## config.mk

```make
export PLATFORM = sky130hd
export DESIGN_NAME = rvv_alu_lane
export DESIGN_NICKNAME = d
export VERILOG_FILES = /design/src/hdl/rvv_alu_pkg.sv /design/src/hdl/rvv_alu_lane.sv
export SDC_FILE = /design/constraint.sdc
export NUM_CORES = 1
export LEC_CHECK = 0
export BUFFER_PORTS_ARGS = -buffer_cell sky130_fd_sc_hd__buf_2
export CELL_PAD_IN_SITES_DETAIL_PLACEMENT = 1
export CELL_PAD_IN_SITES_GLOBAL_PLACEMENT = 2
export CORE_MARGIN = 2
export CORE_UTILIZATION = 28
export DETAILED_ROUTE_END_ITERATION = 12
export PLACE_DENSITY_LB_ADDON = 0.12
export REMOVE_ABC_BUFFERS = 1
export SYNTH_ARGS = -nofsm -noshare
export SYNTH_HDL_FRONTEND = slang
export SYNTH_SLANG_ARGS = --single-unit
```

## constraint.sdc

```tcl
create_clock -name vclk -period 8.2
set_input_delay 0.41 -clock vclk [all_inputs]
set_output_delay 0.41 -clock vclk [all_outputs]
set_load 0.005 [all_outputs]
```

## src/hdl/rvv_alu_pkg.sv

```systemverilog
package rvv_alu_pkg;

  // vector geometry
  localparam int vlen = 128;
  localparam int vlenb = vlen / 8;
  localparam int xlen = 32;
  localparam int word_width = 32;
  localparam int hword_width = 16;
  localparam int byte_width = 8;
  localparam int num_lanes = vlen / word_width;

  // bookkeeping widths
  localparam int rob_depth_width = 4;
  localparam int uop_index_width = 3;

  typedef logic [vlen-1:0] vreg_t;
  typedef logic [xlen-1:0] xreg_t;
  typedef logic [word_width-1:0] word_t;
  // one bit per byte position of a lane word
  typedef logic [word_width/byte_width-1:0] lane_mask_t;
  typedef logic [rob_depth_width-1:0] rob_entry_t;
  typedef logic [uop_index_width-1:0] uop_index_t;
  typedef logic [2:0] funct3_t;
  typedef logic [5:0] funct6_t;

  // operand forms
  localparam funct3_t opivv = 3'b000;
  localparam funct3_t opmvv = 3'b010;
  localparam funct3_t opivi = 3'b011;
  localparam funct3_t opivx = 3'b100;
  localparam funct3_t opmvx = 3'b110;

  // integer arithmetic funct6
  localparam funct6_t funct6_vminu = 6'b000100;
  localparam funct6_t funct6_vmin = 6'b000101;
  localparam funct6_t funct6_vmaxu = 6'b000110;
  localparam funct6_t funct6_vmax = 6'b000111;
  localparam funct6_t funct6_vmerge_vmv = 6'b010111;

  typedef enum logic [1:0] {
    eew8 = 2'b00,
    eew16 = 2'b01,
    eew32 = 2'b10
  } eew_e;

  typedef enum logic [2:0] {
    lane_minu = 3'd0,
    lane_min = 3'd1,
    lane_maxu = 3'd2,
    lane_max = 3'd3,
    lane_merge = 3'd4,
    lane_move = 3'd5
  } lane_op_e;

endpackage

```

## src/hdl/rvv_alu_lane.sv

```systemverilog
`timescale 1ns/1ps

module rvv_alu_lane (
  input  rvv_alu_pkg::lane_op_e   op,
  input  rvv_alu_pkg::eew_e       eew,
  input  rvv_alu_pkg::word_t      src1,
  input  rvv_alu_pkg::word_t      src2,
  input  rvv_alu_pkg::lane_mask_t mask,
  output rvv_alu_pkg::word_t      result
);

  import rvv_alu_pkg::*;

  logic is_signed;
  logic is_max;
  logic [3:0][byte_width-1:0]  src1_b;
  logic [3:0][byte_width-1:0]  src2_b;
  logic [1:0][hword_width-1:0] src1_h;
  logic [1:0][hword_width-1:0] src2_h;
  logic [3:0][byte_width-1:0]  minmax8;
  logic [1:0][hword_width-1:0] minmax16;
  word_t      minmax32;
  word_t      minmax_res;
  lane_mask_t byte_sel;
  word_t      merge_res;

  // operands arrive extended by one bit, so one signed compare covers both cases
  function automatic logic src2_wins(
    input logic signed [word_width:0] a,
    input logic signed [word_width:0] b,
    input logic take_max
  );
    return (a < b) ^ take_max;
  endfunction

  assign is_signed = (op == lane_min) || (op == lane_max);
  assign is_max = (op == lane_maxu) || (op == lane_max);

  assign src1_b = src1;
  assign src2_b = src2;
  assign src1_h = src1;
  assign src2_h = src2;

  always_comb begin
    for (int i = 0; i < 4; i++) begin
      minmax8[i] = src2_wins($signed({is_signed & src2_b[i][byte_width-1], src2_b[i]}),
                             $signed({is_signed & src1_b[i][byte_width-1], src1_b[i]}),
                             is_max) ? src2_b[i] : src1_b[i];
    end
    for (int i = 0; i < 2; i++) begin
      minmax16[i] = src2_wins($signed({is_signed & src2_h[i][hword_width-1], src2_h[i]}),
                              $signed({is_signed & src1_h[i][hword_width-1], src1_h[i]}),
                              is_max) ? src2_h[i] : src1_h[i];
    end
    minmax32 = src2_wins($signed({is_signed & src2[word_width-1], src2}),
                         $signed({is_signed & src1[word_width-1], src1}),
                         is_max) ? src2 : src1;
  end

  always_comb begin
    case (eew)
      eew8:    minmax_res = minmax8;
      eew16:   minmax_res = minmax16;
      default: minmax_res = minmax32;
    endcase
  end

  // spread element mask bits over the bytes they cover
  always_comb begin
    for (int b = 0; b < 4; b++) begin
      case (eew)
        eew8:    byte_sel[b] = mask[b];
        eew16:   byte_sel[b] = mask[b/2];
        default: byte_sel[b] = mask[0];
      endcase
      merge_res[b*byte_width +: byte_width] = byte_sel[b] ? src1_b[b] : src2_b[b];
    end
  end

  always_comb begin
    case (op)
      lane_merge: result = merge_res;
      lane_move:  result = src1;
      default:    result = minmax_res;
    endcase
  end

endmodule

```

## Word-level counts from Yosys, hierarchy flattened

Cells that the tools add are included.

| operators by class | value |
|---|---|
| $mul | 0 |
| bitwise logic cells | 15 |
| reduce and logical (&&, ||, !) cells | 3 |
| add/sub/neg operators | 0 |
| shifts and indexed selects | 0 |
| magnitude comparators | 7 |
| multiplexer cells | 16 |
| div/mod/pow operators | 0 |
| eq/ne operators | 6 |

Operators with widths:

| cell | count |
|---|---|
| one-hot mux 32 bit (2 select lines) | 2 |
| two-way mux 8 bit | 8 |
| less-than comparator 9 bit | 4 |
| less-than comparator 17 bit | 2 |
| less-than comparator 33 bit | 1 |
| two-way mux 16 bit | 2 |
| two-way mux 32 bit | 1 |
| AND 1 bit | 8 |
| XOR 1 bit | 7 |
| equality test 3 x 2 -> 1 bit, second input constant | 2 |
| equality test 3 bit, second input constant | 2 |
| one-hot mux 1 bit (2 select lines) | 2 |
| equality test 3 x 1 -> 1 bit, second input constant | 1 |
| equality test 2 x 1 -> 1 bit, second input constant | 1 |
| logical NOT 2 bit | 1 |
| logical OR 1 bit | 2 |
| two-way mux 1 bit | 1 |

| storage, ports and cells | value |
|---|---|
| memory bits (read-only) | 0 |
| logic and storage cells | 47 |
| latch bits | 0 |
| output and inout port bits | 32 |
| register bits | 0 |
| memories | 0 |
| RAM bits | 0 |

## Longest topological paths before layout

| depth | value |
|---|---|
| depth in word-level cells | 8 |
| depth in mapped cells | 12 |
| mapped depth without buffers | 11 |

## Worst setup path after synthesis

No wires, ideal clock.

| timing | value |
|---|---|
| path kind | in2out |
| start point | input src1[28] |
| end point | output result[17] |
| stages on the path | 10 |
| slack | 4.854 ns |
| arrival | 2.936 ns |
| required time | 7.790 ns |
| path through | inv_1 ha_1 a41o_1 a221oi_2 o221ai_2 a221oi_4 o21ai_2 mux2_4 a311oi_4 mux2_2 |

| between the ends | value |
|---|---|
| cells in the longest elaborated chain, start to end | 5 |

Ends and longest elaborated chain:

| item | line | source |
|---|---|---|
| start: declaration | rvv_alu_lane.sv:6 | `input rvv_alu_pkg::word_t src1,` |
| less-than comparator 33 bit / less-than comparator 17 bit (equally long branches) | rvv_alu_lane.sv:33 | `return (a < b) ^ take_max;` |
| XOR 1 bit | rvv_alu_lane.sv:33 |  |
| two-way mux 32 bit / two-way mux 16 bit (equally long branches) | rvv_alu_lane.sv:57, rvv_alu_lane.sv:53 |  |
| one-hot mux 32 bit (2 select lines) * | rvv_alu_lane.sv:61 | `case (eew)` |
| one-hot mux 32 bit (2 select lines) * | rvv_alu_lane.sv:81 | `case (op)` |
| end: declaration | rvv_alu_lane.sv:9 | `output rvv_alu_pkg::word_t result` |

Mark *: on every way between the ends. The rest lies on a longest branch, timed or not.

## Final worst setup path

| timing | value |
|---|---|
| start point | input src1[2] |
| end point | output result[7] |

| between the ends | value |
|---|---|
| cells in the longest elaborated chain, start to end | 5 |

Ends and longest elaborated chain:

| item | line | source |
|---|---|---|
| less-than comparator 33 bit (tied with other cells) | rvv_alu_lane.sv:33 |  |
| XOR 1 bit | rvv_alu_lane.sv:33 |  |
| two-way mux 32 bit (tied with other cells) | rvv_alu_lane.sv:57 | `is_max) ? src2 : src1;` |
| one-hot mux 32 bit (2 select lines) * | rvv_alu_lane.sv:61 |  |
| one-hot mux 32 bit (2 select lines) * | rvv_alu_lane.sv:81 |  |

Marked as above.

==> impl_metrics.toml <==
[floorplanning]
die_x_um = 92.7
dieArea_sq_mm = 0.00860
start_util_pct = 28.7
ios = 105
fp-row-count = 32
core-area_sq_mm = 0.00769
die_h_um = 92.7

[power_and_ir_drop]
p_leak_uw = 0.00147
p_per_area_mw_per_mm2 = 71.5
vdd_drop_max_v = 0.0000211

[cells_and_area]
area_growth_syn_to_layout_pct = 27.7
n_clock_buffer = 0
drive_gt1_share_pct = 35.7
design_area_sq_mm = 0.00282
antenna_cells = 0
seqCellArea_sq_um = 0
fin_util_pct = 36.6
fill_cells = 1028
nFlopsAndLatches = 0
nets = 510

[logic_synthesis]
syn-cell-area_sq_mm = 0.00220
ys_seq_area_share_pct = 0
syn_inst = 306
synthTopCellsByArea = "ha_1, mux2_2, mux2i_1, inv_1, a21oi_1"
synth_cell_type_count = 53
yosysTopAreaCell = "ha_1"
yosys_warnings = 0
synth.avg_cell_area_sq_um = 7.20
synthDominantCellAreaShare_pct = 19.3

[detailed_routing]
viasPerCell = 5.01
drc = 0
ant_nets = 0
routedWlPerCell_um = 13.7
drt_wl_total_um = 6900
dr.pass1.iters = 4
drtIter0Drc = 37
vias = 2521

[place]
place_hpwl_um = 5970
placed_area_sq_mm = 0.00282
portBuffers = 105
gp_congestion = 0.736

[sta]
setup_viol = 0
min_period_ps = 3840
fmax_ghz = 0.261
worstMarginPinSlew_ps = 769
slew_violations = 0
finalHoldViolCount = 0
fin_crit_sh_pct = 46.8
max_slew_margin_pct = 48.6
rsz0062_at_grt = "no"
timing.hold.ws_ps = 1130
tns_ps = 0

[global_routing]
grtUsageTotal_pct = 15.4
grt_pass1_wl_um = 11300
grt_pass1_vias = 2428
globalRouteOverflowTotal = 0
grt_max_degree = 19
grt_antenna_before_repair = 0

[cts]
cts_hold_buffers = 0
cts.repair.resized = 0
cts_setup_buffers = 0

[worst_setup_path]
crit_chain = "buf_2 > inv_1 > ha_1 > a21o_1 > a31oi_1 > o21a_1 > and2_1 > o21ai_0 > a31oi_2 > a21o_1 > o21ai_0 > a222oi_1 > buf_2"
cp.arrival_ps = 3430
worstSetupPathType = "in -> out"
startpoint_type = "primary input"
cpMaxStageDelayCell = "a31oi_2"
crit_required_ps = 7790
endpoint_kind = "output pin"
cp_max_fo = 10
critPathMaxStageDelay_ps = 660

[outcome]
status = "completed"

[run]
drv_cap = 0

[min_path]
whs_path_depth = 3
hp-class = "in -> out"
[cells in the final DEF (no fill, tap or decap), drive strengths merged, types with 3 or more instances in the layout]
master / count
o21ai: 21
nand2b: 7
xor2: 3
o221ai: 3
nor3: 7
xnor2: 6
and2: 6
nand4: 3
buf: 105
nor2b: 3
ha: 34
mux2i: 17
nand2: 21
o21a: 3
nor2: 16
mux2: 23
a21oi: 26
a31oi: 5
nand3: 7
a21o: 10
a32o: 6
inv: 44
[logic make-up after synthesis]
kind of cell             share of synthesized area (%)
adder cells (fa/ha/maj)                           19.3
XOR/XNOR                                          3.58
buffers and inverters                             9.42
AO/OA/AOI/OAI                                     31.8
multiplexers                                      19.6
AND/OR/NAND/NOR                                   16.2
[layer usage]
metal | vias to the layer above | GRT usage, % | part of all wire [%] | routed length [um]
li1 | 1311 | - | - | -
met1 | 1160 | 20.9 | 47 | 3230
met2 | 48 | 28.7 | 50 | 3430
met3 | 2 | 0.244 | 3.3 | 225
met4 | 0 | 0.735 | 0.33 | 23
met5 | - | 0 | 0 | 0
[Yosys cell counts (2+ instances only)]
cell type	count
and2_2	2
a21o_1	9
xor2_1	3
a21oi_1	26
nand2_1	21
mux2i_1	17
a211oi_1	2
buf_2	4
nor2_1	16
nand3_1	7
nor2b_1	3
o21ai_2	3
inv_1	44
ha_1	34
o22ai_1	2
and2_1	4
mux2_2	22
o21ai_0	18
xnor2_1	6
clkbuf_1	5
o21a_1	3
nand2b_1	7
o221ai_1	2
nand4_1	3
a31oi_1	4
nor3_1	7
a32o_1	6
[final timing paths]
check / start / endpoint
worst min-delay path: src1[21] / result[21]
worst max-delay path: src1[2] / result[7]
[critical path: cells and delay by family]
kind | cells | cell delay [ps]
AOI/OAI and AO/OA | 8 | 2200
buffers and inverters | 3 | 340
adders and majority gates | 1 | 310
and+or+nand+nor | 1 | 160
[area by class of cell]
class                           count  area (sq um)  share of cell area [%]
Tap cell                          102           128                    4.53
Multi-Input combinational cell    252          2000                    70.9
Timing Repair Buffer              105           526                    18.7
Inverter                           44           165                    5.87
[per-stage QoR]
step	power (uW)	std cells	worst slack (ps)
floorplan	128	296	4850
CTS	205	503	4350
global route	226	503	4160
global placement	201	503	4390
finish	201	503	4360
detailed placement	204	503	4360
[report_power, final]
part	internal, uW	total [uW]	switching, uW
clock network	0	0	0
logic	97.9	201	103
registers	0	0	0
Power figures use the tool's default switching activity.
